## src/common/gat_cfg.svh

```systemverilog
`ifndef GAT_CFG_SVH
`define GAT_CFG_SVH

// ------------------------------
// feature memory geometry
// ------------------------------

// address width of the feature BRAM, 1024 words
`define FEAT_AW 10

// width of one node feature word
`define FEAT_DW 32

// first address written by layer 0
`define FEAT_BASE 16

// writes at or above this address raise the overflow flag
`define FEAT_ADDR_LIMIT 768

`endif

```

## src/common/gat_pkg.sv

```systemverilog
`default_nettype none

`include "gat_cfg.svh"

package gat_pkg;

  // compute phases in execution order, also the bit order of the phase vectors
  typedef enum logic [1:0] {
    SPMM,
    DMVM,
    SM,
    AGGR
  } phase_e;

  typedef enum logic [2:0] {
    IDLE,
    RUN_SPMM,
    RUN_DMVM,
    RUN_SM,
    RUN_AGGR,
    WRITEBACK
  } ctrl_state_e;

  typedef logic [3:0]          phase_vec_t;  // one bit per phase_e entry
  typedef logic [`FEAT_AW-1:0] feat_addr_t;
  typedef logic [`FEAT_DW-1:0] feat_word_t;
  typedef logic [7:0]          node_cnt_t;

endpackage

`default_nettype wire

```

## src/hw/stage_engine.sv

```systemverilog
`default_nettype none

module stage_engine (
  input  logic                clk,
  input  logic                rst_n,
  input  logic                start_i,
  input  gat_pkg::node_cnt_t  num_nodes_i,
  output logic                busy_o,
  output logic                done_o
);

  // remaining node cycles of the current phase
  gat_pkg::node_cnt_t remain_q;

  always_ff @(posedge clk or negedge rst_n) begin
    if (!rst_n) begin
      remain_q <= '0;
    end else if (start_i) begin
      remain_q <= num_nodes_i;  // one busy cycle per node
    end else if (remain_q != '0) begin
      remain_q <= remain_q - 8'd1;
    end
  end

  assign busy_o = (remain_q != '0);

  // done lands on the last busy cycle
  assign done_o = (remain_q == 8'd1);

endmodule

`default_nettype wire

```

## config.mk

```make
export PLATFORM = sky130hd
export DESIGN_NAME = stage_engine
export DESIGN_NICKNAME = d
export VERILOG_FILES = /design/src/common/gat_pkg.sv /design/src/hw/stage_engine.sv
export VERILOG_INCLUDE_DIRS = /design/src /design/src/common
export SDC_FILE = /design/constraint.sdc
export NUM_CORES = 1
export LEC_CHECK = 0
export ABC_AREA = 1
export BUFFER_PORTS_ARGS = -buffer_cell sky130_fd_sc_hd__buf_2
export CORE_AREA = 2 2 39 41
export CTS_CLUSTER_SIZE = 25
export DETAILED_ROUTE_END_ITERATION = 16
export DIE_AREA = 0 0 41 43
export PLACE_DENSITY_LB_ADDON = 0.1
export SLEW_MARGIN = 10
export SYNTH_ARGS = -nofsm -noshare
export SYNTH_HDL_FRONTEND = slang
export SYNTH_SLANG_ARGS = --single-unit
export TNS_END_PERCENT = 20
```

## constraint.sdc

```tcl
create_clock -name clk -period 1.5 [get_ports clk]
set_clock_uncertainty 0.1 [all_clocks]
set_input_delay 0.15 -clock clk [delete_from_list [all_inputs] [get_ports clk]]
set_output_delay 0.15 -clock clk [all_outputs]
set_load 0.01 [all_outputs]
```

# Word level (Yosys, flattened, before mapping)
# Index checks and enable logic that the tools add are counted.
[word_totals]
ff_bits = 8
in_bits = 11
out_inout_bits = 2
[op_classes]
add_sub_neg = 1
eq_ne = 1
muxes = 2
reduce_logical = 2
[op_table]
columns = ["cell", "count"]
rows = [
  ["two-way mux 8 bit", 2],
  ["equality test 8 x 1 -> 1 bit, second input constant", 1],
  ["nonzero test 8 bit", 1],
  ["subtractor 8 x 1 -> 8 bit, second input constant", 1],
  ["nonzero test 2 bit", 1],
]

# Logic depth before layout (Yosys ltp)
[depth]
ltp_word = 3
ltp_mapped = 8
ltp_nobuf = 8

# Worst setup path before layout
# Ideal clock, no wire load.
[synth_timing]
path_kind = "flip-flop to flip-flop"
from = "register remain_q[0]"
to = "register remain_q[6]"
setup_ns = 0.117
arrival_time_ns = 1.098
t_required_ns = 1.283
setup_slack_ns = 0.184
stages_incl_launch_ff = 8
path_buffers = 0
synth_period_minus_slack_ns = 1.316
path_cell_list = "dfrtp_1 > inv_1 > ha_1 > nand2_1 > nor2_2 > nand3_1 > nand3_1 > nand2_1"
[synth_via]
elab_chain_len = 3
elab_cells_between_ends = 5
[synth_lines]
columns = ["element", "line", "text"]
rows = [
  ["start: declaration", "stage_engine.sv:13", "gat_pkg::node_cnt_t remain_q;"],
  ["start signal: assignment", "stage_engine.sv:19", "remain_q <= num_nodes_i;"],
  ["start signal: assignment", "stage_engine.sv:21", "remain_q <= remain_q - 8'd1;"],
  ["subtractor 8 x 1 -> 8 bit", "stage_engine.sv:21", ""],
  ["two-way mux 8 bit", "stage_engine.sv:20", "end else if (remain_q != '0) begin"],
  ["two-way mux 8 bit", "stage_engine.sv:18", "end else if (start_i) begin"],
]
# Parallel ways exist; a longest one is shown, timed or not. The select of a mux whose other input is x is not followed.
# A chain may end at the register's enable or synchronous reset.

# Worst setup path in the final report
[layout_timing]
from = "register remain_q[1]"
to = "output port done_o"
[layout_via]
elab_chain_len = 1
[layout_lines]
columns = ["element", "line", "text"]
rows = [
  ["equality test 8 x 1 -> 1 bit", "stage_engine.sv:28", "assign done_o = (remain_q == 8'd1);"],
  ["end: declaration", "stage_engine.sv:9", "output logic done_o"],
]
# No other way between the ends.

==> impl_metrics.py <==
metrics = {
    "worst_setup_path": {
        "worstPathRequired_ns": 1.25,
        "regToRegSetupSlack_ns": 0.13,
        "worstPathArrival_ns": 1.22,
        "cp-start-kind": "flip-flop",
        "critical_path.max_fanout": 3,
        "end_kind": "output port",
        "critPathKind": "flip-flop to output port",
    },
    "sta": {
        "hold_violations": 0,
        "drv_slew": 0,
        "setup_viol": 0,
        "post-route-min-period_ns": 1.47,
        "slew-limit-headroom_pct": 83.9,
        "fin_ws_ns": 0.0291,
        "worstMarginPinSlew_ns": 0.242,
        "timing.final.crit_share_pct": 98.1,
        "fin_tns_setup_ns": 0,
        "grt_setup_unrepaired": "true",
        "hold-worst-slack_ns": 0.0211,
        "fmaxAchievable_mhz": 680,
    },
    "hold_path": {
        "hp-class": "input port to flip-flop",
    },
    "finish": {
        "top_register": "remain_q",
        "layout_commonest_cell": "nand2_1",
        "drive_gt1_share_pct": 40.4,
        "fin_util_pct": 61.5,
        "final_cell_mix": "nand2_1 (24), buf_2 (12), inv_1 (9), dfrtp_1 (7), dlygate4sd3_1 (6)",
        "top_regs": "remain_q: 8 flops",
        "largest_reg_flops": 8,
        "design_area_um2": 851,
        "stdcell_count": 120,
        "diodes": 0,
        "syn_to_final_growth_pct": 43.5,
        "final_nets": 120,
    },
    "yosys": {
        "avgSynthCellArea_um2": 7.60,
        "ys_types": 16,
        "synth_warnings": 0,
        "yosysSeqAreaShare_pct": 33.8,
        "syn_nets": 92,
        "syn-instance-count": 78,
        "ys_ff_latch": 8,
        "netlist_area_um2": 593,
    },
    "grt": {
        "track_usage_pct": 18.5,
        "antenna_found_initial": 0,
        "gr-total-overflow": 0,
        "grt_max_degree": 13,
        "grt_pass1_wl_mm": 2.20,
        "grt_pass1_vias": 513,
    },
    "routing": {
        "vias": 567,
        "detail_route.wl_per_cell_um": 10.9,
        "vias_per_cell": 4.73,
        "dr.first_iter.drc_count": 4,
        "routed_wl_mm": 1.30,
        "ant_nets": 0,
        "drtPass1Iterations": 4,
        "drc": 0,
    },
    "place": {
        "portBuffers": 12,
        "dpl.hpwl_um": 875,
        "gp_congestion": 0.757,
        "dpl_worst_slack_ns": 0.0623,
        "dp_cells": 105,
        "dpl_cell_area_um2": 666,
    },
    "die": {
        "dieArea_mm2": 0.00176,
        "start_util_pct": 42.9,
        "core_area_mm2": 0.00138,
        "io-pin-count": 13,
        "rows": 14,
        "dieWidth_um": 41,
        "fp.dieH_um": 43,
    },
    "clock_network": {
        "cts_root_buf": "clkbuf_4",
        "clk_latency_ns": 0.26,
        "clock_path_buffers": 2,
        "cts-buffers-inserted": 3,
        "cts.htree.levels": 1,
        "path_clk_slew_ns": 0.05,
        "cts_tree": "done",
        "cts_sinks": 8,
    },
    "power_and_ir_drop": {
        "p_total_uw": 708,
        "power_density_mw_per_mm2": 832,
        "ir_worst_vdd_v": 0.000524,
        "p_leak_nw": 0.452,
    },
    "job": {
        "max-cap-violations": 0,
    },
    "run_status": {
        "status": "complete, no violations",
    },
}
==> report_power, final <==
part	leakage, nW	internal (mW)	switching, mW
clock	0.0138	0.0922	0.0822
combinational	0.344	0.117	0.135
sequential	0.0945	0.245	0.0368
total	0.452	0.454	0.254
==> logic make-up after synthesis <==
kind of cell | share of synthesized area [%]
AND/OR/NAND/NOR | 39.2
adder cells (fa/ha/maj) | 6.33
flip-flops | 33.8
buffers and inverters | 8.23
XOR/XNOR | 1.48
AO/OA/AOI/OAI | 11.0
==> Yosys cell counts <==
cell	n	area (um2)
a21oi_1	2	10.0
xor2_1	1	8.76
nor2_1	5	18.8
ha_1	3	37.5
nor2_2	3	18.8
nand2_4	3	33.8
nand2_1	25	93.8
nand3_1	5	25.0
o21ai_0	3	15.0
o21ai_1	1	5.00
inv_1	11	41.3
buf_4	1	7.51
o21ai_2	4	35.0
nor2_8	1	20.0
dfrtp_1	8	200
nor2_4	2	22.5
==> routing by layer <==
metal  global-route usage, %  vias to the layer above  share of wire [%]
li1                        -                      294                  -
met1                    23.5                      255                 45
met2                    27.8                       14                 49
met3                    4.71                        4                3.2
met4                    9.33                        0                2.3
met5                       0                        -                  0
==> worst paths after layout <==
path	start	to	cells past startpoint
min in group asynchronous	rst_n	remain_q[7]$_DFFE_PN0P_	2
hold reg to reg	remain_q[7]$_DFFE_PN0P_	remain_q[7]$_DFFE_PN0P_	3
hold / removal	num_nodes_i[3]	remain_q[3]$_DFFE_PN0P_	3
setup / recovery	remain_q[1]$_DFFE_PN0P_	done_o	6
max in group asynchronous	rst_n	remain_q[2]$_DFFE_PN0P_	2
setup reg to reg	remain_q[1]$_DFFE_PN0P_	remain_q[6]$_DFFE_PN0P_	8
==> critical path: stages, from the launching register on <==
cell	delay, ns
dfrtp_1	0.39
inv_2	0.10
buf_6	0.10
ha_4	0.11
nand2_2	0.05
nor2_1	0.07
buf_2	0.13
==> repair_timing <==
item	4_1_cts	5_1_grt
setup endpoints to repair	1	3
hold endpoints to repair	13	0
hold buffers	6	0
pin swaps	1	2
buffers inserted	5	1
cloned	0	0
resized for setup	5	9
==> layout make-up <==
type / count / area [um2]
repair buffers: 24 / 169
clock buffers: 3 / 22.5
inverters: 11 / 41.3
well taps: 16 / 20.0
multi-input cells: 58 / 397
fillers: 133 / 533
flip-flops and latches: 8 / 201
Power figures use the tool's default switching activity.
