File: config.mk
export PLATFORM = sky130hd
export DESIGN_NAME = feat_writeback
export DESIGN_NICKNAME = d
export VERILOG_FILES = /design/src/common/gat_pkg.sv /design/src/hw/feat_writeback.sv
export VERILOG_INCLUDE_DIRS = /design/src /design/src/common
export SDC_FILE = /design/constraint.sdc
export NUM_CORES = 1
export LEC_CHECK = 0
export BUFFER_PORTS_ARGS = -buffer_cell sky130_fd_sc_hd__buf_2
export CELL_PAD_IN_SITES_DETAIL_PLACEMENT = 0
export CELL_PAD_IN_SITES_GLOBAL_PLACEMENT = 1
export CORE_ASPECT_RATIO = 0.5
export CORE_MARGIN = 2
export CORE_UTILIZATION = 29
export DETAILED_ROUTE_END_ITERATION = 10
export GPL_TIMING_DRIVEN = 0
export PLACE_DENSITY = 0.55
export SLEW_MARGIN = 30
export SYNTH_ARGS = -nofsm -noshare
export SYNTH_HDL_FRONTEND = slang
export SYNTH_SLANG_ARGS = --single-unit
export TNS_END_PERCENT = 100
File: constraint.sdc
create_clock -name clk -period 5.35 [get_ports clk]
set_input_delay 0.535 -clock clk [delete_from_list [all_inputs] [get_ports clk]]
set_output_delay 0.535 -clock clk [all_outputs]
set_load 0.01 [all_outputs]
File: src/common/gat_cfg.svh
`ifndef GAT_CFG_SVH
`define GAT_CFG_SVH

// ------------------------------
// feature memory geometry
// ------------------------------

// address width of the feature BRAM, 1024 words
`define FEAT_AW 10

// width of one node feature word
`define FEAT_DW 32

// first address written by layer 0
`define FEAT_BASE 16

// writes at or above this address raise the overflow flag
`define FEAT_ADDR_LIMIT 768

`endif

File: src/common/gat_pkg.sv
`default_nettype none

`include "gat_cfg.svh"

package gat_pkg;

  // compute phases in execution order, also the bit order of the phase vectors
  typedef enum logic [1:0] {
    SPMM,
    DMVM,
    SM,
    AGGR
  } phase_e;

  typedef enum logic [2:0] {
    IDLE,
    RUN_SPMM,
    RUN_DMVM,
    RUN_SM,
    RUN_AGGR,
    WRITEBACK
  } ctrl_state_e;

  typedef logic [3:0]          phase_vec_t;  // one bit per phase_e entry
  typedef logic [`FEAT_AW-1:0] feat_addr_t;
  typedef logic [`FEAT_DW-1:0] feat_word_t;
  typedef logic [7:0]          node_cnt_t;

endpackage

`default_nettype wire

File: src/hw/feat_writeback.sv
`default_nettype none

`include "gat_cfg.svh"

module feat_writeback (
  input  logic                clk,
  input  logic                rst_n,
  input  logic                start_i,
  input  gat_pkg::node_cnt_t  num_nodes_i,
  output logic                wr_en_o,
  output gat_pkg::feat_addr_t wr_addr_o,
  output gat_pkg::feat_word_t wr_data_o,
  output logic                done_o
);

  logic               active_q;
  logic               last_node;
  logic [15:0]        layer_q;  // layers completed since reset
  gat_pkg::node_cnt_t node_q;
  gat_pkg::feat_addr_t layer_off;

  assign last_node = active_q && (node_q == num_nodes_i - 8'd1);

  always_ff @(posedge clk or negedge rst_n) begin
    if (!rst_n) begin
      active_q <= 1'b0;
      node_q   <= '0;
      layer_q  <= '0;
    end else if (start_i) begin
      active_q <= 1'b1;
      node_q   <= '0;
    end else if (last_node) begin
      active_q <= 1'b0;
      layer_q  <= layer_q + 16'd1;
    end else if (active_q) begin
      node_q <= node_q + 8'd1;
    end
  end

  // the product wraps like the address, only its low bits matter
  assign layer_off = gat_pkg::feat_addr_t'(layer_q * 16'(num_nodes_i));

  assign wr_en_o   = active_q;
  assign wr_addr_o = gat_pkg::feat_addr_t'(`FEAT_BASE + layer_off + gat_pkg::feat_addr_t'(node_q));
  assign wr_data_o = {layer_q, 8'd0, node_q};
  assign done_o    = last_node;  // with the last write

endmodule

`default_nettype wire

### Word level (Yosys, flattened, before mapping)

Index checks and enable logic that the tools add are counted.

| cells by class | value |
|---|---|
| add/sub/neg operators | 5 |
| $mul | 1 |
| equal/unequal tests | 2 |
| multiplexer cells | 5 |
| bitwise gates (word level) | 1 |
| reductions and logical operators | 5 |

Operators by type and width:

| kind | number |
|---|---|
| 8-bit two-way mux | 3 |
| 16-bit by 1-bit adder with 16-bit output (second input constant) | 1 |
| 16-bit by 8-bit multiplier with 10-bit output | 1 |
| 10-bit by 8-bit adder with 10-bit output | 1 |
| 5-bit by 10-bit adder with 10-bit output (first input constant) | 1 |
| 8-bit by 1-bit adder with 8-bit output (second input constant) | 1 |
| 8-bit == test | 1 |
| 8-bit by 1-bit subtractor with 8-bit output (second input constant) | 1 |
| 2-bit AND reduction | 2 |
| 2-bit nonzero test | 2 |
| 1-bit two-way mux | 2 |
| 2-bit != test (second input constant) | 1 |
| 1-bit logical AND | 1 |
| 1-bit NOT | 1 |

| word-level totals | value |
|---|---|
| register bits | 25 |
| input port bits | 11 |
| output and inout bits | 44 |

### Logic depth before layout (Yosys ltp)

Gate-level depths: netlist (run 1).

| depth | value |
|---|---|
| depth after elaboration | 5 |
| gate-level depth with buffers | 18 |

### Worst setup path after synthesis (run 1)

OpenSTA, ideal clock, no wires.

| timing path | value |
|---|---|
| path kind | in2out |
| from | in num_nodes_i[0] |
| to | out wr_addr_o[9] |
| arrival | 4.524 ns |
| required time | 4.815 ns |
| path slack | 0.291 ns |
| stages | 17 |
| path buffers | 2 |
| cells stage by stage | clkbuf_1 -> clkbuf_1 -> nand2_1 -> fa_1 -> inv_1 -> fa_1 -> inv_1 -> fa_1 -> inv_1 -> fa_1 -> ha_1 -> ha_1 -> a21o_1 -> a21oi_1 -> o21bai_1 -> a21oi_1 -> xnor2_1 |

| between the ends | value |
|---|---|
| word-level cells in the longest chain between the ends | 3 |

RTL lines:

| element | RTL line | source |
|---|---|---|
| start: declaration | feat_writeback.sv:9 | `input gat_pkg::node_cnt_t num_nodes_i,` |
| 16-bit by 8-bit multiplier with 10-bit output | feat_writeback.sv:41 | `assign layer_off = gat_pkg::feat_addr_t'(layer_q * 16'(num_nodes_i));` |
| 5-bit by 10-bit adder with 10-bit output (no source line) | n/a |  |
| 10-bit by 8-bit adder with 10-bit output (no source line) | n/a |  |
| end: declaration | feat_writeback.sv:11 | `output gat_pkg::feat_addr_t wr_addr_o,` |

Every way passes these cells.

### Worst setup path after layout (run 1)

| timing path | value |
|---|---|
| from | reg layer_q[2] |
| to | out wr_addr_o[9] |

| between the ends | value |
|---|---|
| word-level cells in the longest chain between the ends | 3 |

RTL lines:

| element | RTL line | source |
|---|---|---|
| start: declaration | feat_writeback.sv:18 | `logic [15:0] layer_q;` |
| start signal: assignment | feat_writeback.sv:34 | `layer_q <= layer_q + 16'd1;` |
| 16-bit by 8-bit multiplier with 10-bit output | feat_writeback.sv:41 |  |
| 5-bit by 10-bit adder with 10-bit output (no source line) | n/a |  |
| 10-bit by 8-bit adder with 10-bit output (no source line) | n/a |  |

Every way passes these cells.

==> summary.md, run 1 <==
| Metric | Value |
|---|---|
| Post-route minimum period | 5.106 ns |
| Synth area leader | fa_1 |
| Synth Area in XOR/XNOR | 11.98% |
| Layout cells sized above 1 | 17.88% |
| Achievable Freq | 195.9 MHz |
| Final Hold Viols | 0 |
| Arr. time, crit path | 4.57 ns |
| Synth warnings | 0 |
| Post-Synth Simple-Gate Area | 18.90% |
| H-Tree Depth | 1 |
| Post-Synth Adder-Cell Area | 31.12% |
| Met3 GRT Util | 1.176% |
| GR met2 Demand/Resource | 21.63% |
| Status | completed |
| Post-synth EDFFs | 0 |
| Synth area leaders | fa_1 (20%), dfrtp_1 (20%), ha_1 (11%) |
| RSZ-0062 raised after global routing | no |
| Post-CTS Setup Inserts | 0 |
| Final setup violation count | 0 |
| Clock Latency Late Sink | 0.26 ns |
| Reg2Reg Depth | 7 |
| Worst setup path end | wr_addr_o[9] |
| Post-synthesis sequential area ratio | 19.90% |
| Synthesized area | 3144 µm² |
| Port Buffer Count | 43 |
| DRC viols | 0 |
| Count of unique library cells instantiated by Yosys | 39 |
| Antenna violations before repair | 0 |
| Main combinational cell family by area after synthesis | adder cells |
| Routed Antenna Nets | 0 |
| Most frequently used flop master after synthesis | dfrtp_1 |
| Worst Path Required | 4.82 ns |
| Mapped Cells | 351 |
| CTS tree | built |
| GRT Util Overall | 13.47% |
| Dpl ws | -0.2101 ns |
| DR vias | 2363 |
| Max cap viols | 0 |
| Leakage Power | 1.837 nW |
| Routed Wire Length | 7.385 mm |
| Ant diodes | 0 |
| Placed Area | 3561 µm² |
| FF+latch count, synth | 25 |
| Final Util | 34.92% |
| Flop-to-flop setup slack | 3.13 ns |
| Vias in the first global route | 2560 |
| CP Max Fanout | 12 |
| Largest net degree at the start of global routing | 26 |
| CP endpoint kind | primary output |
| Peak supply drop | 96.75 µV |
| Area added between synthesis and finish | 15.24% |
| CP Launch Type | register |
| Final worst slack | 0.2443 ns |
| Rows | 26 |
| Root Driver | clkbuf_16 |
| Initial Utilization | 30.30% |
| Cell area power density | 133.6 nW/µm² |
| GR Util met1 | 19.61% |
| Global route overflow | 0 |
| Final non-filler cell total | 537 |
| First-pass GRT wire length | 12.69 mm |
| Die Span X | 151.3 µm |
| CTS Buf Count | 3 |
| Final Max Slew Viols | 0 |
| GP Congestion | 0.8630 |
| Layout Cell Area excl Fill | 3623 µm² |
| Actual slew at the worst max-slew pin | 0.5779 ns |
| Clock Skews | 0.004223 ns |
| Asr flop ratio synth | 100.0% |
| Reg2reg start | node_q[2] |
| First DRT Iteration DRCs | 105 |
| Clock transition at path regs | 0.07 ns |
| Die Area | 11740 µm² |
| Nets | 468 |
| IO Count | 55 |
| WL/cell | 13.75 µm |
| Post-synthesis mux area share | 1.393% |
| Inst Count DP | 541 |
| Die Y | 77.63 µm |
| Critical path class | register to primary output |
| Post-synthesis compound-gate area fraction | 5.969% |
| Share of the synthesized area in the top cell type | 20.37% |
| CP startpoint | layer_q[2] |
| Final Power | 0.0004841 W |
| Type of the worst min-delay path | primary input to asynchronous set/reset pin |
| Drt pass-1 iters | 4 |
| Core area | 10380 µm² |
| Num Clock Sinks | 25 |
| CTS Hold Bufs | 0 |
| Grt peak-use layer | met2 |
| Rel. slew slack | 61.47% |
| Post-DP HPWL | 6.093 mm |
| RR Endpoint | layer_q[1] |
| CTS Buffer Depth | 2 |
| Syn avg cell area | 8.958 µm² |
| Via density | 4.400 |
| Post-route clock period utilization | 95.43% |
==> cell type report <==
cell class	count	area, µm²
Buffer	20	122.6
Clock inverter	1	5.005
Tap cell	140	175.2
Timing Repair Buffer	43	217.7
Multi-Input combinational cell	255	2211
Fill cell	1093	6754
Sequential cell	25	629.4
Clock buffer	3	75.07
Inverter	50	187.7
==> per-stage QoR <==
stage / hold WS [ns] / TNS [ns]
after CTS: 0.2903 / 0
after floorplan: 0.2394 / 0
after global routing: 0.3169 / 0
after detailed placement: 0.4603 / -0.2449
final: 0.2674 / 0
after global placement: 0.4626 / -0.2260
==> per-layer routing <==
metal	up-vias	share of wire, %
li1	1188	-
met1	1139	52
met2	32	44
met3	4	2.7
met4	0	0.77
met5	-	0
==> cell usage after synthesis (8+ instances only) <==
cell / number
clkbuf_1: 15
xor2_1: 8
and2_1: 22
dfrtp_1: 25
ha_1: 27
xnor2_1: 35
nand3_1: 8
inv_1: 50
buf_4: 10
a21oi_1: 10
nand2_1: 36
nand4_1: 10
fa_1: 32
==> what timing repair did <==
| item | in CTS | in global routing |
|---|---|---|
| cloned | 0 | 0 |
| setup endpoints to repair | 2 | 2 |
| resized for setup | 2 | 10 |
| endpoints found under the hold margin | 0 | 0 |
==> registers in the layout, summed over array words and instances (netlist names) <==
| register | cells |
|---|---|
| layer_q | 16 |
| node_q | 8 |
| wr_en_o | 1 |
==> layout by cell type (no fill, tap or decap), drive strengths merged, types with 2 or more instances in the layout <==
cell type / Yosys / layout
xnor2: 35 / 35
nand2b: 4 / 4
a211oi: 2 / 2
buf: 13 / 55
nand3: 8 / 8
nand4: 10 / 10
nor3: 4 / 4
or3: 5 / 5
and3: 7 / 7
nand2: 36 / 36
and2: 23 / 23
mux2: 3 / 3
nor2b: 4 / 4
a21oi: 10 / 10
nor2: 7 / 7
a41oi: 2 / 2
o21bai: 2 / 2
clkbuf: 15 / 11
o21ai: 7 / 7
a21o: 2 / 2
dfrtp: 25 / 25
fa: 32 / 32
xor2: 8 / 8
ha: 27 / 27
inv: 50 / 50
nor4: 2 / 2
conb: 1 / 8
==> worst min path at each step <==
stage	to	cells past startpoint	slack, ns
detailed placement	layer_q[15]	1	0.46
global route	layer_q[11]	1	0.32
floorplan	layer_q[0]	0	0.24
finish	layer_q[11]	1	0.27
global placement	layer_q[15]	1	0.46
CTS	layer_q[11]	1	0.29
==> critical path, stage by stage (launching register included) <==
cell and delay, ns:
dfrtp_1 0.62, nand2_1 0.15, fa_1 0.56, inv_1 0.05, fa_1 0.45, ha_1 0.31
fa_1 0.50, fa_1 0.44, ha_1 0.29, a21o_1 0.18, a21oi_1 0.22, o21bai_1 0.09
a21oi_1 0.18, xnor2_1 0.13, buf_2 0.15
==> kinds of logic (layout without fill, tap and decap cells) <==
kind of cell,count (synthesis),in the layout
AND/OR/NAND/NOR,113,113
buffers and inverters,78,117
adder cells (fa/ha/maj),59,59
XOR/XNOR,43,43
AO/OA/AOI/OAI,28,28
flip-flops,25,25
multiplexers,4,4
other,1,8
==> power by group <==
group          switching (W)  internal [W]  leakage (nW)  total [W]
Clock              0.0000669      0.000101        0.0409   0.000168
Combinational      0.0000710     0.0000471          1.46   0.000118
Sequential        0.00000581      0.000193         0.336   0.000198
Power figures use the tool's default switching activity.
==> run 2, diff against run 1 <==
==> constraint.sdc (replaced) <==
create_clock -name clk -period 5.35 [get_ports clk]
set_input_delay 0.2675 -clock clk [delete_from_list [all_inputs] [get_ports clk]]
set_output_delay 0.2675 -clock clk [all_outputs]
set_load 0.01 [all_outputs]
==> summary.md, run 2 (synthesis results as in run 1) <==
| Metric | Value |
|---|---|
| Rel. slew slack | 61.35% (-0.13 points) |
| DR vias | 2403 (+1.7%) |
| Via density | 4.417 (+0.38%) |
| Final Hold Viols | 0 (unchanged) |
| CTS Buf Count | 3 (unchanged) |
| Achievable Freq | 198.2 MHz (+1.2%) |
| Layout cells sized above 1 | 16.09% (-1.8 points) |
| Final non-filler cell total | 544 (+1.3%) |
| CP most frequent cell | fa_1 |
| GP Congestion | 0.8630 (unchanged) |
| Port Buffer Count | 43 (unchanged) |
| CTS Hold Bufs | 0 (unchanged) |
| RSZ-0062 raised after global routing | no |
| WL/cell | 13.64 µm (-0.79%) |
| Peak supply drop | 96.74 µV (about the same) |
| Drt pass-1 iters | 4 (unchanged) |
| CTS Buffer Depth | 2 (unchanged) |
| Post-DP HPWL | 6.093 mm (unchanged) |
| Cell Chain, Critical Path | clkbuf_1, nand2_1, fa_1, inv_1, fa_1, ha_1, fa_1, fa_1, ha_1, a21o_1, a21oi_1, o21bai_1, a21oi_1, xnor2_1, buf_2 |
| Antenna violations before repair | 0 (unchanged) |
| Die Span X | 151.3 µm (unchanged) |
| Fin Setup TNS | 0 ns (unchanged) |
| Inst Count DP | 541 (unchanged) |
| Post-route minimum period | 5.044 ns (-0.06139 ns) |
| First DRT Iteration DRCs | 109 (+3.8%) |
| Most frequent cells in the layout | inv_1 (50), buf_2 (46), nand2_1 (36) |
| Core area | 10380 µm² (unchanged) |
| Placed Area | 3561 µm² (unchanged) |
| Rows | 26 (unchanged) |
| Crit-path max cell delay | 0.56 ns (-0.06 ns) |
| GRT Util Overall | 13.50% (+0.038 points) |
| Clock Latency Late Sink | 0.26 ns (about the same) |
| Critical path class | register to primary output |
| Final setup violation count | 0 (unchanged) |
| Max cap viols | 0 (unchanged) |
| Die Y | 77.63 µm (unchanged) |
| DRC viols | 0 (unchanged) |
| CP Launch Type | register |
| Critical path's top delay family | adder cells |
| Clock transition at path regs | 0.07 ns (about the same) |
| Post-route clock period utilization | 94.29% (-1.1 points) |
| Routed Wire Length | 7.422 mm (+0.50%) |
| Post-CTS Setup Inserts | 0 (unchanged) |
| Num Clock Sinks | 25 (unchanged) |
| Critical path's slowest cell | fa_1 |
| Cell area power density | 133.0 nW/µm² (-0.46%) |
| Commonest non-fill, non-tap cell in the layout | inv_1 |
| Root Driver | clkbuf_16 |
| CP Max Fanout | 10 (-2) |
| CP endpoint kind | primary output |
| WP buf/inv | 3 (+1) |
| Initial Utilization | 30.30% (unchanged) |
| Final Power | 0.0004837 W (about the same) |
| Nets | 475 (+1.5%) |
| IO Count | 55 (unchanged) |
| Final Util | 35.05% (+0.13 points) |
| Largest net degree at the start of global routing | 26 (unchanged) |
| Biggest register | layer_q |
| H-Tree Depth | 1 (unchanged) |
| Global route overflow | 0 (unchanged) |
| Max FFs per register | 16 (unchanged) |
| Leakage Power | 1.839 nW (+0.13%) |
| Vias in the first global route | 2587 (+1.1%) |
| Status | completed |
| Worst Path Required | 5.08 ns (+0.26 ns) |
| Area added between synthesis and finish | 15.68% |
| Arr. time, crit path | 4.78 ns (+0.21 ns) |
| Type of the worst min-delay path | primary input to asynchronous set/reset pin |
| Die Area | 11740 µm² (unchanged) |
| Final Max Slew Viols | 0 (unchanged) |
| Post-CTS Resized | 0 (-2) |
| Layout Cell Area excl Fill | 3637 µm² (+0.38%) |
| CTS tree | built |
| Ant diodes | 0 (unchanged) |
| Clock Skews | 0.004104 ns (-0.0001187 ns) |
| Actual slew at the worst max-slew pin | 0.5798 ns (+0.001896 ns) |
| Routed Antenna Nets | 0 (unchanged) |
| First-pass GRT wire length | 12.73 mm (+0.32%) |
==> run 2: where the power goes <==
group          internal [W]  total [W]  switching, W
sequential         0.000193   0.000198    0.00000574
combinational     0.0000466   0.000118     0.0000713
clock              0.000101   0.000167     0.0000667
==> run 2: path summary, 6_finish.rpt <==
path	startpoint	to	slack, ns	cells after the start
hold reg to reg	layer_q[15]	layer_q[15]	0.47	1
min in group clk	start_i	node_q[1]	0.38	3
setup reg to reg	node_q[6]	layer_q[1]	3.10	7
setup / recovery	layer_q[2]	wr_addr_o[9]	0.31	15
hold / removal	rst_n	layer_q[11]	0.001	1
max in group asynchronous	rst_n	node_q[0]	4.96	1
==> run 2: stage by stage <==
step,setup WS [ns],hold WS (ns)
after floorplan,0.8264,-0.02809
after global placement,0.3218,0.2959
after detailed placement,0.3249,0.3056
after CTS,0.2004,0.02282
after global routing,0.007967,0.04953
final,0.3057,0.001339
==> run 2: cell type report <==
| class | count | area (µm²) |
|---|---|---|
| plain buffers | 27 | 142.6 |
| repair buffers | 43 | 215.2 |
| clock inverters | 1 | 5.005 |
| flip-flops and latches | 25 | 625.6 |
| inverters | 50 | 187.7 |
| well taps | 140 | 175.2 |
| multi-input cells | 255 | 2211 |
| clock buffers | 3 | 75.07 |
| fillers | 1097 | 6740 |
==> run 2: layer usage <==
layer / track usage, % / vias up / routed length, µm
met1: 19.64 / 1160 / 3885
met2: 21.72 / 33 / 3273
li1: - / 1204 / -
met4: 3.178 / 0 / 86
met3: 1.176 / 6 / 177
met5: 0 / - / 0
==> run 3, diff against run 2 <==
CORE_UTILIZATION = 39   (was 29)
PLACE_DENSITY = 0.74   (was 0.55)
clock period = 4.49 ns   (was 5.35 ns; I/O delays follow)
==> summary.md, run 3 (synthesis results as in run 1) <==
| Metric | Value |
|---|---|
| Status | completed |
| Rel. slew slack | 62.52% (+1.2 points) |
| Root Driver | clkbuf_16 |
| Routed Wire Length | 6.990 mm (-5.8%) |
| Final setup violation count | 0 (unchanged) |
| Fin Setup TNS | 0 ns (unchanged) |
| Num Clock Sinks | 25 (unchanged) |
| CTS Buf Count | 3 (unchanged) |
| CP startpoint | layer_q[4] |
| Critical path's slowest cell | fa_1 |
| Fillers | 800 (-27%) |
| Leakage Power | 1.890 nW (+2.8%) |
| DR vias | 2427 (+1.0%) |
| Final Hold Viols | 0 (unchanged) |
| WL/cell | 13.37 µm (-2.0%) |
| Drt pass-1 iters | 5 (+1) |
| Reg2reg start | node_q[2] |
| H-Tree Depth | 1 (unchanged) |
| Clock Latency Late Sink | 0.26 ns (about the same) |
| RSZ-0062 raised after global routing | yes |
| Max cap viols | 0 (unchanged) |
| Critical path class | register to primary output |
| DRC viols | 0 (unchanged) |
| Peak supply drop | 101.3 µV (+4.8%) |
| Worst Path Required | 4.27 ns (-0.81 ns) |
| Actual slew at the worst max-slew pin | 0.5621 ns (-0.01768 ns) |
| Initial Utilization | 39.73% (+9.4 points) |
| Largest net degree at the start of global routing | 26 (unchanged) |
| WP buf/inv | 7 (+4) |
| Commonest non-fill, non-tap cell in the layout | inv_1 |
| CP Max Fanout | 4 (-6) |
| Clock Skews | 0.005883 ns (+0.001779 ns) |
| CTS tree | built |
| Die Span X | 131.0 µm (-13%) |
| Cell area power density | 156.4 nW/µm² (+18%) |
| Area added between synthesis and finish | 20.22% |
| Port Buffer Count | 43 (unchanged) |
| GP Congestion | 0.7977 (-7.6%) |
| Post-DP HPWL | 5.357 mm (-12%) |
| Most frequent cells in the layout | inv_1 (47), buf_2 (46), xnor2_1 (35) |
| HP Start | start_i |
| Max FFs per register | 16 (unchanged) |
| Post-route minimum period | 4.463 ns |
| Core area | 7914 µm² (-24%) |
| Vias in the first global route | 2335 (-9.7%) |
| Antenna violations before repair | 0 (unchanged) |
| Post-route clock period utilization | 99.41% |
| Rows | 23 (-12%) |
| Type of the worst min-delay path | primary input to register |
| Layout cells sized above 1 | 25.30% (+9.2 points) |
| CP Launch Type | register |
| Clock transition at path regs | 0.07 ns (about the same) |
| Die Area | 8840 µm² (-25%) |
| Die Y | 67.49 µm (-13%) |
| Via density | 4.641 (+5.1%) |
| Flop-to-flop setup slack | 2.24 ns (-0.86 ns) |
| Routed Antenna Nets | 0 (unchanged) |
| Arr. time, crit path | 4.24 ns (-0.54 ns) |
| Final Util | 47.76% (+13 points) |
| Critical path's top delay family | adder cells |
| Crit-path max cell delay | 0.52 ns (-0.04 ns) |
| CP endpoint kind | primary output |
| IO Count | 55 (unchanged) |
| First DRT Iteration DRCs | 72 (-34%) |
| Achievable Freq | 224.0 MHz |
| First-pass GRT wire length | 11.58 mm (-9.0%) |
| Cell Chain, Critical Path | buf_6, and2_1, fa_1, inv_1, fa_1, inv_1, fa_1, inv_1, fa_1, inv_2, ha_4, ha_4, inv_1, o21bai_1, a21oi_1, xnor2_1, buf_2 |
| Global route overflow | 0 (unchanged) |
| CTS Buffer Depth | 2 (unchanged) |
| GRT Util Overall | 17.07% (+3.6 points) |
| Nets | 482 (+1.5%) |
| Biggest register | layer_q |
| Ant diodes | 0 (unchanged) |
| Final Max Slew Viols | 0 (unchanged) |
run 3: cell types whose count changed in the layout (fill, tap and decap cells not counted), sizes merged:
cell / before / now
dlygate4sd3: 0 / 1
buf: 56 / 71
clkinv: 1 / 0
clkinvlp: 0 / 1
clkbuf: 17 / 8
run 3: metal layers:
layer / vias up / part of all wire (%) / track usage (%)
met1: 1156 / 52 / 25.59
li1: 1216 / - / -
met5: - / 0 / 0
met3: 6 / 3.7 / 1.823
met2: 49 / 43 / 26.36
met4: 0 / 0.76 / 4.388
run 3: final timing paths:
check,end,cells after the start
min reg2reg,layer_q[15],1
min in group asynchronous,layer_q[11],2
max,wr_addr_o[9],17
max in group asynchronous,layer_q[1],2
min,node_q[1],3
max reg2reg,layer_q[1],7
run 3: layout make-up:
class / instances / area [µm²] / share of cell area (%)
plain buffers: 18 / 111.4 / 2.946
clock buffers: 3 / 75.07 / 1.986
clock inverters: 1 / 7.507 / 0.1986
inverters: 50 / 187.7 / 4.965
multi-input cells: 255 / 2281 / 60.34
flip-flops and latches: 25 / 635.6 / 16.82
well taps: 112 / 140.1 / 3.707
repair buffers: 59 / 341.6 / 9.037
run 3: what timing repair did:
item / in CTS / in global routing
pin swaps: 19 / 7
resized for setup: 20 / 5
hold buffers: 1 / 0
hold endpoints to repair: 25 / 0
endpoints found under the setup margin: 5 / 2
gates cloned: 0 / 0
setup buffers: 15 / 0
run 3: metrics by stage:
step / power [W] / hold slack (ns) / setup WS [ns] / instances / cell area (µm²)
2_1_floorplan: 0.0003360 / -0.07109 / 0.05237 / 358 / 3171
3_3_place_gp: 0.0003796 / 0.2512 / -0.4079 / 513 / 3526
3_5_place_dp: 0.0003816 / 0.2575 / -0.4426 / 513 / 3526
4_1_cts: 0.0005967 / 0.3477 / 0.006607 / 523 / 3762
5_1_grt: 0.0006308 / 0.3541 / -0.1527 / 523 / 3780
6_report: 0.0005912 / 0.3416 / 0.02669 / 523 / 3780
run 3: power by group:
part	internal (W)	leakage (nW)	switching, W
clock	0.000121	0.0371	0.0000806
sequential	0.000230	0.328	0.00000894
combinational	0.0000659	1.53	0.0000849
total	0.000417	1.89	0.000174
run 3: worst register-to-register path, delay by kind of cell (launching register included):
kind | cells | cell delay, ns
mux | 1 | 0.32
compound gates | 3 | 0.80
simple gates | 2 | 0.33
flops | 1 | 0.44
buf+inv | 1 | 0.24
