### src/common/gat_cfg.svh
`ifndef GAT_CFG_SVH
`define GAT_CFG_SVH

// ------------------------------
// feature memory geometry
// ------------------------------

// address width of the feature BRAM, 1024 words
`define FEAT_AW 10

// width of one node feature word
`define FEAT_DW 32

// first address written by layer 0
`define FEAT_BASE 16

// writes at or above this address raise the overflow flag
`define FEAT_ADDR_LIMIT 768

`endif

### src/common/gat_pkg.sv
`default_nettype none

`include "gat_cfg.svh"

package gat_pkg;

  // compute phases in execution order, also the bit order of the phase vectors
  typedef enum logic [1:0] {
    SPMM,
    DMVM,
    SM,
    AGGR
  } phase_e;

  typedef enum logic [2:0] {
    IDLE,
    RUN_SPMM,
    RUN_DMVM,
    RUN_SM,
    RUN_AGGR,
    WRITEBACK
  } ctrl_state_e;

  typedef logic [3:0]          phase_vec_t;  // one bit per phase_e entry
  typedef logic [`FEAT_AW-1:0] feat_addr_t;
  typedef logic [`FEAT_DW-1:0] feat_word_t;
  typedef logic [7:0]          node_cnt_t;

endpackage

`default_nettype wire

### src/debug/debug_monitor.sv
`default_nettype none

`include "gat_cfg.svh"

module debug_monitor (
  input  logic                clk,
  input  logic                rst_n,
  input  logic                clear_i,
  input  gat_pkg::phase_vec_t phase_start_i,
  input  logic                wr_en_i,
  input  gat_pkg::feat_addr_t wr_addr_i,
  input  gat_pkg::feat_word_t wr_data_i,
  input  gat_pkg::feat_addr_t watch_addr_i,
  output logic [31:0]         debug_flags_o,
  output logic [31:0]         debug_count_o,
  output logic [31:0]         debug_capture_o
);

  gat_pkg::phase_vec_t phase_seen_q;
  logic                wr_seen_q;
  logic                over_limit_q;
  logic                over_limit;
  logic                watch_hit;
  logic [31:0]         sm_count_q;
  gat_pkg::feat_word_t capture_q;

  assign over_limit = wr_en_i && (wr_addr_i >= `FEAT_ADDR_LIMIT);
  assign watch_hit  = wr_en_i && (wr_addr_i == watch_addr_i);

  // ------------------------------
  // sticky flags
  // ------------------------------

  always_ff @(posedge clk or negedge rst_n) begin
    if (!rst_n) begin
      phase_seen_q <= '0;
      wr_seen_q    <= 1'b0;
      over_limit_q <= 1'b0;
    end else if (clear_i) begin
      phase_seen_q <= '0;
      wr_seen_q    <= 1'b0;
      over_limit_q <= 1'b0;
    end else begin
      phase_seen_q <= phase_seen_q | phase_start_i;
      wr_seen_q    <= wr_seen_q | wr_en_i;
      over_limit_q <= over_limit_q | over_limit;
    end
  end

  // ------------------------------
  // softmax count and capture
  // ------------------------------

  always_ff @(posedge clk or negedge rst_n) begin
    if (!rst_n) begin
      sm_count_q <= '0;
      capture_q  <= '0;
    end else if (clear_i) begin
      sm_count_q <= '0;
      capture_q  <= '0;
    end else begin
      if (phase_start_i[gat_pkg::SM]) begin
        sm_count_q <= sm_count_q + 32'd1;  // one per layer run
      end
      if (watch_hit) begin
        capture_q <= wr_data_i;  // keeps the latest layer's word
      end
    end
  end

  assign debug_flags_o   = {26'd0, over_limit_q, wr_seen_q, phase_seen_q};
  assign debug_count_o   = sm_count_q;
  assign debug_capture_o = capture_q;

endmodule

`default_nettype wire

### config.mk
export PLATFORM = sky130hd
export DESIGN_NAME = debug_monitor
export DESIGN_NICKNAME = d
export VERILOG_FILES = /design/src/common/gat_pkg.sv /design/src/debug/debug_monitor.sv
export VERILOG_INCLUDE_DIRS = /design/src /design/src/common
export SDC_FILE = /design/constraint.sdc
export NUM_CORES = 1
export LEC_CHECK = 0
export BUFFER_PORTS_ARGS = -buffer_cell sky130_fd_sc_hd__buf_2
export CAP_MARGIN = 20
export CORE_ASPECT_RATIO = 1.4
export CORE_MARGIN = 10
export CORE_UTILIZATION = 52
export CTS_BUF_LIST = sky130_fd_sc_hd__clkbuf_8 sky130_fd_sc_hd__clkbuf_16
export DETAILED_ROUTE_END_ITERATION = 7
export GPL_TIMING_DRIVEN = 0
export PLACE_DENSITY = 0.86
export SYNTH_ARGS = -nofsm -noshare
export SYNTH_HDL_FRONTEND = slang
export SYNTH_SLANG_ARGS = --single-unit
### constraint.sdc
create_clock -name clk -period 3.6 [get_ports clk]
set_clock_uncertainty 0.2 [all_clocks]
set_input_delay 0.36 -clock clk [delete_from_list [all_inputs] [get_ports clk]]
set_output_delay 0.36 -clock clk [all_outputs]
set_load 0.01 [all_outputs]
After elaboration in Yosys (flattened, before gate mapping)

Index checks and enable logic that the tools add are counted.

Bitwise operators: 3
Multiply operators: 0
Eq/ne operators: 1
Add/subtract/negate cells: 1
Muxes and demuxes: 7
Reductions and logical operators: 4
Shifts and indexed selects: 0
Div/mod/pow operators: 0
Order comparisons: 1

Operators by type and width:

| cell                    | count |
|---|---|
| $mux W32                | 4 |
| $add A32 B1 Y32 const B | 1 |
| $eq A10 B10 Y1          | 1 |
| $ge A10 B10 Y1 const B  | 1 |
| $mux W4                 | 1 |
| $or A4 B4 Y4            | 1 |
| $reduce_bool A2 Y1      | 2 |
| $logic_and A1 B1 Y1     | 2 |
| $mux W1                 | 2 |
| $or A1 B1 Y1            | 2 |

Memories: 0
Logic and storage cells: 22
RAM bits: 0
Bits in latches: 0
Bits in read-only memories: 0
Bits of input ports: 60
Flip-flop bits (word level): 70
Output and inout bits: 96

Logic depth before layout (Yosys ltp)

Gate-level depths: netlist (run 1).

Word-level depth: 4
Mapped depth: 7

Worst setup path after synthesis (run 1)

Ideal clock, no wire load.

Path kind: flip-flop to flip-flop
Start: register sm_count_q[0], in the netlist debug_count_o[0]
End: register sm_count_q[22], in the netlist debug_count_o[22]
Cell stages (with the launch flop): 8
Path buffers: 2
Arrival time: 1.728 ns
Data required time: 3.272 ns
Path slack: 1.544 ns
Library setup time: 0.128 ns
Cell sequence: dfrtp_1 ha_1 and4_1 buf_2 nand3_2 buf_2 nor3_1 mux2_1

Word-level cells in the longest chain between the ends: 3

RTL lines:

| element                | RTL line            | source |
|---|---|---|
| start, declared        | debug_monitor.sv:24 | `logic [31:0] sm_count_q;` |
| start signal, assigned | debug_monitor.sv:63 | `sm_count_q <= sm_count_q + 32'd1;` |
| $add A32 B1 Y32        | debug_monitor.sv:63 |  |
| $mux W32               | debug_monitor.sv:62 | `if (phase_start_i[gat_pkg::SM]) begin` |
| $mux W32               | debug_monitor.sv:58 | `end else if (clear_i) begin` |

No other way between the ends. The select of a mux whose other input is x is not followed.
A chain may end at the register's enable or synchronous reset.

Worst setup path after layout (run 1)

Same ends and word-level chain as after synthesis.

==> results.tsv, run 1 <==
stage	metric	value	unit
status	run_status	completed	
timing	setup_violations	0	
critical_path	critPathKind	flop to flop	
clocking	cts_resized	0	
finish	area_growth_syn_to_layout	29.30	%
timing	rsz0062_at_grt	false	
synthesis	synth-async-reset-ratio	1.000	
critical_path	regToRegSetupSlack	1350	ps
critical_path	arrival	2300	ps
place	dp_hpwl	8398	um
synthesis	synth_compound_area_frac	0.1630	
floorplanning	num_io_pins	156	
power_and_ir_drop	power	1.726	mW
global_route	grt_pass1_wl	18220	um
drt	dr_wl_met2	5651	um
power_and_ir_drop	power_leakage	2.339	nW
synthesis	ys_seq_area_frac	0.4667	
drt	drc_errors	0	
drt	wl_met1	4330	um
critical_path	cp_common_cell	buf_2	
clocking	clkSlewWorstSetupHoldPaths	70	ps
synthesis	ys_ff_latch	70	
timing	setup_tns	0	ps
synthesis	synth_adder_area_share	0.003333	
synthesis	synth-simple-area-share	0.2050	
global_route	track_usage	0.1991	
finish	multi_input_area	1719	sq um
clocking	clock_path_buffers	2	
synthesis	synth_area_leaders	dfrtp_1, o31ai_1, nand4_1, a21oi_1, buf_4	
timing	period_share	0.6259	
critical_path	cp_cell_sequence	ha_1 > and4_1 > buf_2 > nand3_2 > buf_2 > nor3_1 > mux2_1	
drt	first_pass_iters	4	
global_route	antenna_found_initial	0	
critical_path	start_kind	flop	
timing	tightest_slew	889.4	ps
critical_path	cp_slowest_cell	dfrtp_1	
synthesis	netlist.area_leader.share	0.4667	
floorplanning	die_y	120.5	um
floorplanning	core_area	6982	sq um
drt	detail_route.vias_per_cell	5.536	
finish	instances_no_fill	655	
timing	hold_violations	0	
synthesis	synth_ff_type	dfrtp_1	
timing	setup_slack	1347	ps
floorplanning	die_w	91.81	um
place	dp.cells	638	
clocking	cts_buffers	9	
finish	nNetsFinal	616	
critical_path	critPathMaxFanout	10	
timing	fmax	443.8	MHz
drt	vias	3626	
synthesis	synth-edff-count	0	
critical_path	cp-end-kind	flop	
timing	whs	18.69	ps
finish	drive_gt1_frac	0.3286	
floorplanning	die_area	11060	sq um
place	gp_congestion	0.8579	
power_and_ir_drop	peakVddDrop	0.0002596	V
finish	regArea	1752	sq um
critical_path	critPathCapture	debug_count_o[22]	
place	pre_cts_slack	1356	ps
drt	drtIter0Drc	189	
clocking	tritoncts	yes	
synthesis	synth.distinct_cells	36	
global_route	gr-total-overflow	0	
critical_path	crit_start	debug_count_o[0]	
timing	min_period	2253	ps
place	placed_area	4609	sq um
synthesis	synth_top_family_by_area	simple AND/OR/NAND/NOR gates	
timing	slew-limit-headroom	0.4071	
clocking	cts_root_buf	clkbuf_8	
critical_path	timing.rr.end	debug_count_o[22]	
timing	report.final.slew_viol_count	0	
synthesis	synth_area	3754	sq um
synthesis	avgSynthCellArea	9.625	sq um
drt	wl_met3	958	um
clocking	cts.sinks	70	
critical_path	required	3650	ps
finish	fin_util	0.6952	
place	numPortBuffers	128	
flow_run	drv_cap	0	
hold_path	min_path_type	input port to flop	
power_and_ir_drop	powerDensity	355.7	nW/um^2
drt	wire_per_inst	17.00	um
synthesis	synth-xor-area-share	0.04900	
critical_path	cpPeakStageDelay	410	ps
drt	routed_wl	11130	um
critical_path	r2r-start	debug_count_o[0]	
finish	final_cell_area	4853	sq um
synthesis	yosysWarnings	0	
synthesis	syn_inst	390	
global_route	first_global_vias	3736	
drt	postRouteAntennaNets	0	
clocking	cts_max_level	3	
synthesis	yosys.area.top_type	dfrtp_1	
floorplanning	start_util	0.5376	
finish	diodes	0	
clocking	clock_latency	360	ps
synthesis	synthMuxAreaShare	0.01167	
finish	fillers	534	
floorplanning	rows	36	
drt	highest_layer	met4	
global_route	grt_start_max_net_pins	71	
critical_path	r2r_cells	7	
==> worst max-delay path: cells and delay by family, from the launching register on <==
family | cells | cell delay, ps
fa+ha+maj | 1 | 180
buf+inv | 2 | 410
flops | 1 | 410
mux | 1 | 340
simple gates | 3 | 610
==> area by class of cell <==
| type | instances | area share |
|---|---|---|
| Tap cell | 95 | 0.02449 |
| Inverter | 2 | 0.001547 |
| Clock inverter | 4 | 0.01418 |
| Multi-Input combinational cell | 278 | 0.3542 |
| Timing Repair Buffer | 129 | 0.1346 |
| Buffer | 65 | 0.07605 |
| Sequential cell | 70 | 0.3609 |
| Clock buffer | 12 | 0.03403 |
==> placed cells by master (no fill, tap or decap), types with 3 or more instances in the layout <==
master,instances
a21oi_1,49
and3_1,4
and4_1,10
buf_2,131
buf_4,29
clkbuf_1,29
clkbuf_8,12
conb_1,26
dfrtp_1,70
inv_1,3
nand2_1,11
nand3_1,7
nand4_1,40
nor2_1,27
o21ai_0,3
o31ai_1,46
or3_1,3
or4_1,14
xnor2_1,15
xor2_1,6
==> how the worst min path moves through the flow <==
stage | from | endpoint | slack [ps] | cells after the start
after floorplan | rst_n | debug_capture_o[0] | -140 | 0
after global placement | phase_seen_q[2] | phase_seen_q[2] | 270 | 2
after detailed placement | phase_seen_q[3] | phase_seen_q[3] | 290 | 2
after CTS | phase_start_i[3] | phase_seen_q[3] | 10 | 3
after global routing | phase_start_i[1] | phase_seen_q[1] | 30 | 3
final | phase_start_i[3] | phase_seen_q[3] | 20 | 3
==> cells in the mapped netlist (2+ instances only) <==
cell and count:
buf_6 2, nor2_1 27, o21ai_0 3, a21oi_1 49
nand3_1 7, and3_1 4, or4_1 14, buf_4 28
nand2_1 11, xor2_1 6, xnor2_1 15, clkbuf_1 29
o31ai_1 46, nor2b_1 2, inv_1 2, or3_1 3
buf_1 2, mux2_2 2, dfrtp_1 70, nand4_1 40
buf_2 4, and4_1 10
==> flip-flops by register name (all words and copies together) (netlist names) <==
signal,count
over_limit_q,1
debug_count_o,32
wr_seen_q,1
debug_capture_o,32
phase_seen_q,4
==> cells by family (layout without fill, tap and decap cells) <==
kind of cell / count (synthesis) / count (layout)
adder cells (fa/ha/maj): 1 / 1
flip-flops: 70 / 70
multiplexers: 4 / 4
other: 1 / 26
XOR/XNOR: 21 / 21
AO/OA/AOI/OAI: 99 / 99
AND/OR/NAND/NOR: 127 / 127
buffers and inverters: 67 / 212
==> power by group <==
group / leakage [nW] / switching [mW] / total [mW] / internal [mW]
sequential: 0.969 / 0.00491 / 0.798 / 0.793
combinational: 1.25 / 0.117 / 0.187 / 0.0701
clock: 0.124 / 0.298 / 0.741 / 0.443
==> timing repair <==
| action | 4_1_cts | 5_1_grt |
|---|---|---|
| endpoints found under the hold margin | 70 | 0 |
| hold buffers | 1 | 0 |
| setup buffers | 0 | 0 |
==> metal layers <==
| metal | track usage | vias up |
|---|---|---|
| li1 | - | 1741 |
| met1 | 0.2193 | 1714 |
| met2 | 0.3494 | 156 |
| met3 | 0.05635 | 15 |
| met4 | 0.08607 | 0 |
| met5 | 0 | - |
(Power assumes the default switching activity.)
==> run 2, diff against run 1 <==
--- a/config.mk
+++ b/config.mk
@@ -10,11 +10,11 @@
 export CAP_MARGIN = 20
 export CORE_ASPECT_RATIO = 1.4
 export CORE_MARGIN = 10
-export CORE_UTILIZATION = 52
+export CORE_UTILIZATION = 48
 export CTS_BUF_LIST = sky130_fd_sc_hd__clkbuf_8 sky130_fd_sc_hd__clkbuf_16
 export DETAILED_ROUTE_END_ITERATION = 7
 export GPL_TIMING_DRIVEN = 0
-export PLACE_DENSITY = 0.86
+export PLACE_DENSITY = 0.8
 export SYNTH_ARGS = -nofsm -noshare
 export SYNTH_HDL_FRONTEND = slang
 export SYNTH_SLANG_ARGS = --single-unit
==> constraint.sdc (replaced) <==
create_clock -name clk -period 2.1 [get_ports clk]
set_clock_uncertainty 0.2 [all_clocks]
set_input_delay 0.21 -clock clk [delete_from_list [all_inputs] [get_ports clk]]
set_output_delay 0.21 -clock clk [all_outputs]
set_load 0.01 [all_outputs]
==> run 2 against run 1 <==
  * Clock power increased by 25%
  * Sequential power increased by 72%
  * Via count increased by 9.1%
  * Flip-flop and latch count unchanged
  * Hold slack improved by 180 ps
  * Non-clock buffer count increased by 43
  * Wire length increased by 14%
  * Global-route usage increased by 0.83 points
  * Critical endpoint unchanged
  * Largest power group unchanged
==> results.tsv, run 2 (synthesis results as in run 1) <==
stage	metric	value	unit
status	run_status	completed	
critical_path	cp-end-kind	flop	
power_and_ir_drop	powerDensity	511.6	nW/um^2
global_route	first_global_vias	3899	
critical_path	arrival	2060	ps
drt	postRouteAntennaNets	0	
drt	wl_met1	4995	um
clocking	cts_root_buf	clkbuf_8	
global_route	track_usage	0.2074	
power_and_ir_drop	power_leakage	2.514	nW
timing	fmax	493.6	MHz
floorplanning	die_area	11810	sq um
finish	drive_gt1_frac	0.3284	
critical_path	critPathKind	input port to flop	
finish	area_growth_syn_to_layout	40.30	%
clocking	cts.sinks	70	
floorplanning	rows	38	
clocking	tritoncts	yes	
global_route	grt_start_max_net_pins	71	
drt	drtIter0Drc	185	
finish	layout_commonest_cell	buf_2	
drt	dr_wl_met2	6374	um
timing	setup_slack	74.00	ps
power_and_ir_drop	peakVddDrop	0.0004449	V
timing	setup_violations	0	
global_route	gr-total-overflow	0	
place	dp_hpwl	8456	um
critical_path	start_kind	input port	
timing	min_period	2026	ps
timing	slew-limit-headroom	0.4001	
global_route	grt_pass1_wl	20110	um
flow_run	drv_cap	0	
clocking	clock_latency	350	ps
clocking	clkSlewWorstSetupHoldPaths	80	ps
drt	routed_wl	12670	um
floorplanning	core_area	7702	sq um
finish	nNetsFinal	659	
timing	period_share	0.9648	
clocking	clock_path_buffers	2	
critical_path	required	2140	ps
critical_path	critPathMaxFanout	9	
hold_path	min_path_type	input port to flop	
drt	wire_per_inst	18.00	um
timing	tightest_slew	899.8	ps
drt	drc_errors	0	
timing	hold_violations	0	
finish	fillers	594	
timing	report.final.slew_viol_count	0	
floorplanning	start_util	0.4873	
drt	highest_layer	met4	
place	gp_congestion	0.8930	
drt	vias	3956	
global_route	antenna_found_initial	1	
finish	most-common-layout-cells	buf_2, dfrtp_1, a21oi_1, o31ai_1, dlygate4sd3_1	
clocking	cts_max_level	3	
drt	first_pass_iters	5	
drt	detail_route.vias_per_cell	5.619	
place	pre_cts_slack	-147.1	ps
floorplanning	num_io_pins	156	
floorplanning	die_w	94.74	um
drt	wl_met3	1101	um
timing	whs	201.5	ps
floorplanning	die_y	124.6	um
clocking	cts_buffers	9	
place	numPortBuffers	128	
==> run 2: critical path: stages <==
cell and delay, ps:
dlygate4sd3_1 520, buf_2 150, and4_1 200, buf_4 150, nand3_4 140, buf_6 180
nor3_2 190, mux2_1 330
==> run 2: final cells by class <==
| cell class | count | area, sq um | area share |
|---|---|---|---|
| Clock buffer | 10 | 137.6 | 0.02613 |
| Multi-Input combinational cell | 278 | 1742 | 0.3307 |
| Tap cell | 100 | 125.1 | 0.02376 |
| Inverter | 2 | 7.507 | 0.001426 |
| Antenna cell | 1 | 2.502 | 0.0004752 |
| Clock inverter | 6 | 23.77 | 0.004514 |
| Buffer | 64 | 390.4 | 0.07413 |
| Sequential cell | 70 | 1757 | 0.3336 |
| Timing Repair Buffer | 173 | 1081 | 0.2053 |
==> run 2: per-layer routing <==
metal / vias to the layer above / global-route usage
li1: 1833 / -
met1: 1887 / 0.2467
met2: 209 / 0.3517
met3: 27 / 0.05850
met4: 0 / 0.05654
met5: - / 0
==> run 2: stage by stage <==
step	util	cells	power, mW	area (sq um)	setup TNS, ps
after floorplan	-	415	1.571	3847	0
after global placement	0.5989	643	1.705	4613	-130.1
after detailed placement	0.5993	643	1.713	4616	-205.0
after CTS	0.6774	702	2.693	5218	0
after global routing	0.6837	704	2.807	5266	-36.89
final	0.6837	704	2.694	5266	0
==> run 2: worst paths after layout <==
| path | cells past startpoint | start | to | slack, ps |
|---|---|---|---|---|
| min in group asynchronous | 2 | rst_n | debug_capture_o[29] | 340 |
| max | 8 | phase_start_i[2] | debug_count_o[22] | 70 |
| max reg2reg | 7 | debug_count_o[0] | debug_count_o[22] | 80 |
| min | 3 | clear_i | debug_count_o[22] | 200 |
| max in group asynchronous | 2 | rst_n | debug_count_o[16] | 720 |
| min reg2reg | 2 | phase_seen_q[0] | phase_seen_q[0] | 290 |
==> run 2: what timing repair did <==
action / 4_1_cts / 5_1_grt
hold buffers: 41 / 0
resized for setup: 3 / 31
pin swaps: 0 / 1
setup endpoints to repair: 4 / 37
buffers inserted: 2 / 1
hold endpoints to repair: 109 / 0
cloned: 0 / 1
==> run 2: power by group <==
part	internal (mW)	leakage [nW]	total [mW]	switching [mW]
clock	0.438	0.102	0.924	0.486
sequential	1.36	0.962	1.37	0.00691
combinational	0.176	1.45	0.404	0.228
==> run 3, diff against run 2 <==
--- a/config.mk
+++ b/config.mk
@@ -11,10 +11,11 @@
 export CORE_ASPECT_RATIO = 1.4
 export CORE_MARGIN = 10
 export CORE_UTILIZATION = 48
-export CTS_BUF_LIST = sky130_fd_sc_hd__clkbuf_8 sky130_fd_sc_hd__clkbuf_16
 export DETAILED_ROUTE_END_ITERATION = 7
 export GPL_TIMING_DRIVEN = 0
+export MAX_ROUTING_LAYER = met4
 export PLACE_DENSITY = 0.8
+export SKIP_LAST_GASP = 1
 export SYNTH_ARGS = -nofsm -noshare
 export SYNTH_HDL_FRONTEND = slang
 export SYNTH_SLANG_ARGS = --single-unit
==> run 3 against run 2 <==
  * Final cell count shrank 0.14%
  * Critical path depth did not move
  * Via count shrank 1.1%
  * Maximum frequency decreased by 1.2%
  * First-iteration DRC count unchanged
  * Register-to-register slack worse by 20 ps
  * Clock power rose by 2.4%
  * Wire length decreased by 0.43%
==> results.tsv, run 3 (synthesis results as in run 1) <==
stage	metric	value	unit
status	run_status	completed	
timing	hold_violations	0	
timing	min_period	2051	ps
drt	drc_errors	0	
floorplanning	rows	38	
finish	regArea	1757	sq um
global_route	antenna_found_initial	1	
critical_path	timing.rr.end	debug_count_o[22]	
finish	final_cell_area	5261	sq um
timing	slew-limit-headroom	0.4050	
power_and_ir_drop	power_leakage	2.490	nW
timing	tightest_slew	892.5	ps
global_route	track_usage	0.2133	
power_and_ir_drop	peakVddDrop	0.0004459	V
timing	report.final.slew_viol_count	0	
finish	multi_input_area	1742	sq um
timing	fmax	487.6	MHz
finish	fillers	595	
floorplanning	core_area	7702	sq um
finish	drive_gt1_frac	0.3272	
critical_path	start_kind	input port	
critical_path	critPathMaxFanout	9	
place	dp_hpwl	8456	um
drt	vias	3912	
clocking	clkSlewWorstSetupHoldPaths	80	ps
global_route	gr-total-overflow	0	
global_route	grt_pass1_wl	20130	um
flow_run	drv_cap	0	
drt	wire_per_inst	17.95	um
finish	most-common-layout-cells	buf_2, dfrtp_1, a21oi_1, o31ai_1, dlygate4sd3_1	
floorplanning	num_io_pins	156	
global_route	first_global_vias	3901	
clocking	cts_root_buf	clkbuf_8	
hold_path	hold-path-endpoint	debug_count_o[22]	
floorplanning	die_y	124.6	um
clocking	clock_path_buffers	2	
timing	setup_violations	0	
clocking	clock_latency	350	ps
finish	nNetsFinal	658	
critical_path	regToRegSetupSlack	60	ps
place	pre_cts_slack	-147.1	ps
drt	first_pass_iters	5	
floorplanning	die_area	11810	sq um
place	numPortBuffers	128	
timing	setup_tns	0	ps
floorplanning	start_util	0.4873	
finish	layout_commonest_cell	buf_2	
critical_path	cpPeakStageDelay	520	ps
clocking	cts_buffers	9	
hold_path	min_path_type	input port to flop	
critical_path	cp-end-kind	flop	
timing	setup_slack	49.05	ps
clocking	tritoncts	yes	
critical_path	r2r-start	debug_count_o[0]	
timing	rsz0062_at_grt	true	
power_and_ir_drop	powerDensity	516.2	nW/um^2
hold_path	hp-start	clear_i	
clocking	cts_max_level	3	
critical_path	critPathKind	input port to flop	
place	placed_area	4616	sq um
floorplanning	die_w	94.74	um
critical_path	cp_cell_sequence	dlygate4sd3_1 > buf_2 > and4_1 > clkbuf_4 > nand3_4 > buf_6 > nor3_2 > mux2_1	
critical_path	required	2140	ps
finish	area_growth_syn_to_layout	40.17	%
drt	detail_route.vias_per_cell	5.565	
timing	period_share	0.9766	
global_route	grt_start_max_net_pins	71	
drt	routed_wl	12620	um
critical_path	cp_slowest_cell	dlygate4sd3_1	
drt	drtIter0Drc	185	
critical_path	r2r_cells	7	
hold_path	hold_path_depth	3	
drt	postRouteAntennaNets	0	
clocking	cts.sinks	70	
place	gp_congestion	0.9080	
critical_path	arrival	2090	ps
run 3: cell count changes in the layout (fill, tap and decap cells not counted):
cell      change
buf_2         -1
buf_4         -2
clkbuf_1      +5
clkbuf_4      +2
inv_1         -5
run 3: metal layers:
metal | global-route usage | part of all wire | vias to the layer above
met4 | 0.05654 | 0.018 | 0
li1 | - | - | 1817
met1 | 0.2493 | 0.39 | 1867
met5 | - | 0 | -
met2 | 0.3521 | 0.51 | 205
met3 | 0.05489 | 0.087 | 23
run 3: cell type report:
type | count | share of cell area
diodes | 1 | 0.0004756
plain buffers | 64 | 0.07420
clock buffers | 15 | 0.02973
clock inverters | 1 | 0.0009512
inverters | 2 | 0.001427
multi-input cells | 278 | 0.3310
flip-flops and latches | 70 | 0.3339
well taps | 100 | 0.02378
repair buffers | 172 | 0.2045
run 3: report_power, final:
group / total [mW] / internal, mW / switching (mW)
Clock: 0.946 / 0.463 / 0.483
Combinational: 0.403 / 0.176 / 0.228
Sequential: 1.37 / 1.36 / 0.00692
Total: 2.72 / 2.00 / 0.718
run 3: how the worst max path moves through the flow:
stage                     startpoint                  to  slack, ps  cells after the start
floorplan           debug_count_o[0]   debug_count_o[22]         40                      7
global placement    debug_count_o[0]   debug_count_o[22]       -120                      7
global route        phase_start_i[2]   debug_count_o[30]        -40                      7
CTS                     wr_addr_i[9]  debug_capture_o[4]          9                      8
detailed placement  debug_count_o[0]   debug_count_o[22]       -150                      7
finish              phase_start_i[2]   debug_count_o[22]         50                      8
run 3: timing repair:
| item | CTS | global route |
|---|---|---|
| hold buffers | 41 | 0 |
| endpoints found under the setup margin | 4 | 37 |
| hold endpoints to repair | 109 | 0 |
| gates resized for setup | 3 | 29 |
| pin swaps | 0 | 1 |
| setup buffers | 2 | 1 |
run 3: worst max-delay path: cells and delay by family:
| kind | cells | cell delay [ps] |
|---|---|---|
| buffers and inverters | 4 | 1010 |
| multiplexers | 1 | 330 |
| AND/OR/NAND/NOR | 3 | 520 |
run 3: through the flow:
step	util	hold WS, ps	cells	power [mW]
floorplan	-	-285.6	415	1.571
detailed placement	0.5993	191.4	643	1.713
global placement	0.5989	235.3	643	1.705
CTS	0.6774	202.5	702	2.716
finish	0.6831	203.7	703	2.716
global route	0.6831	245.7	703	2.832
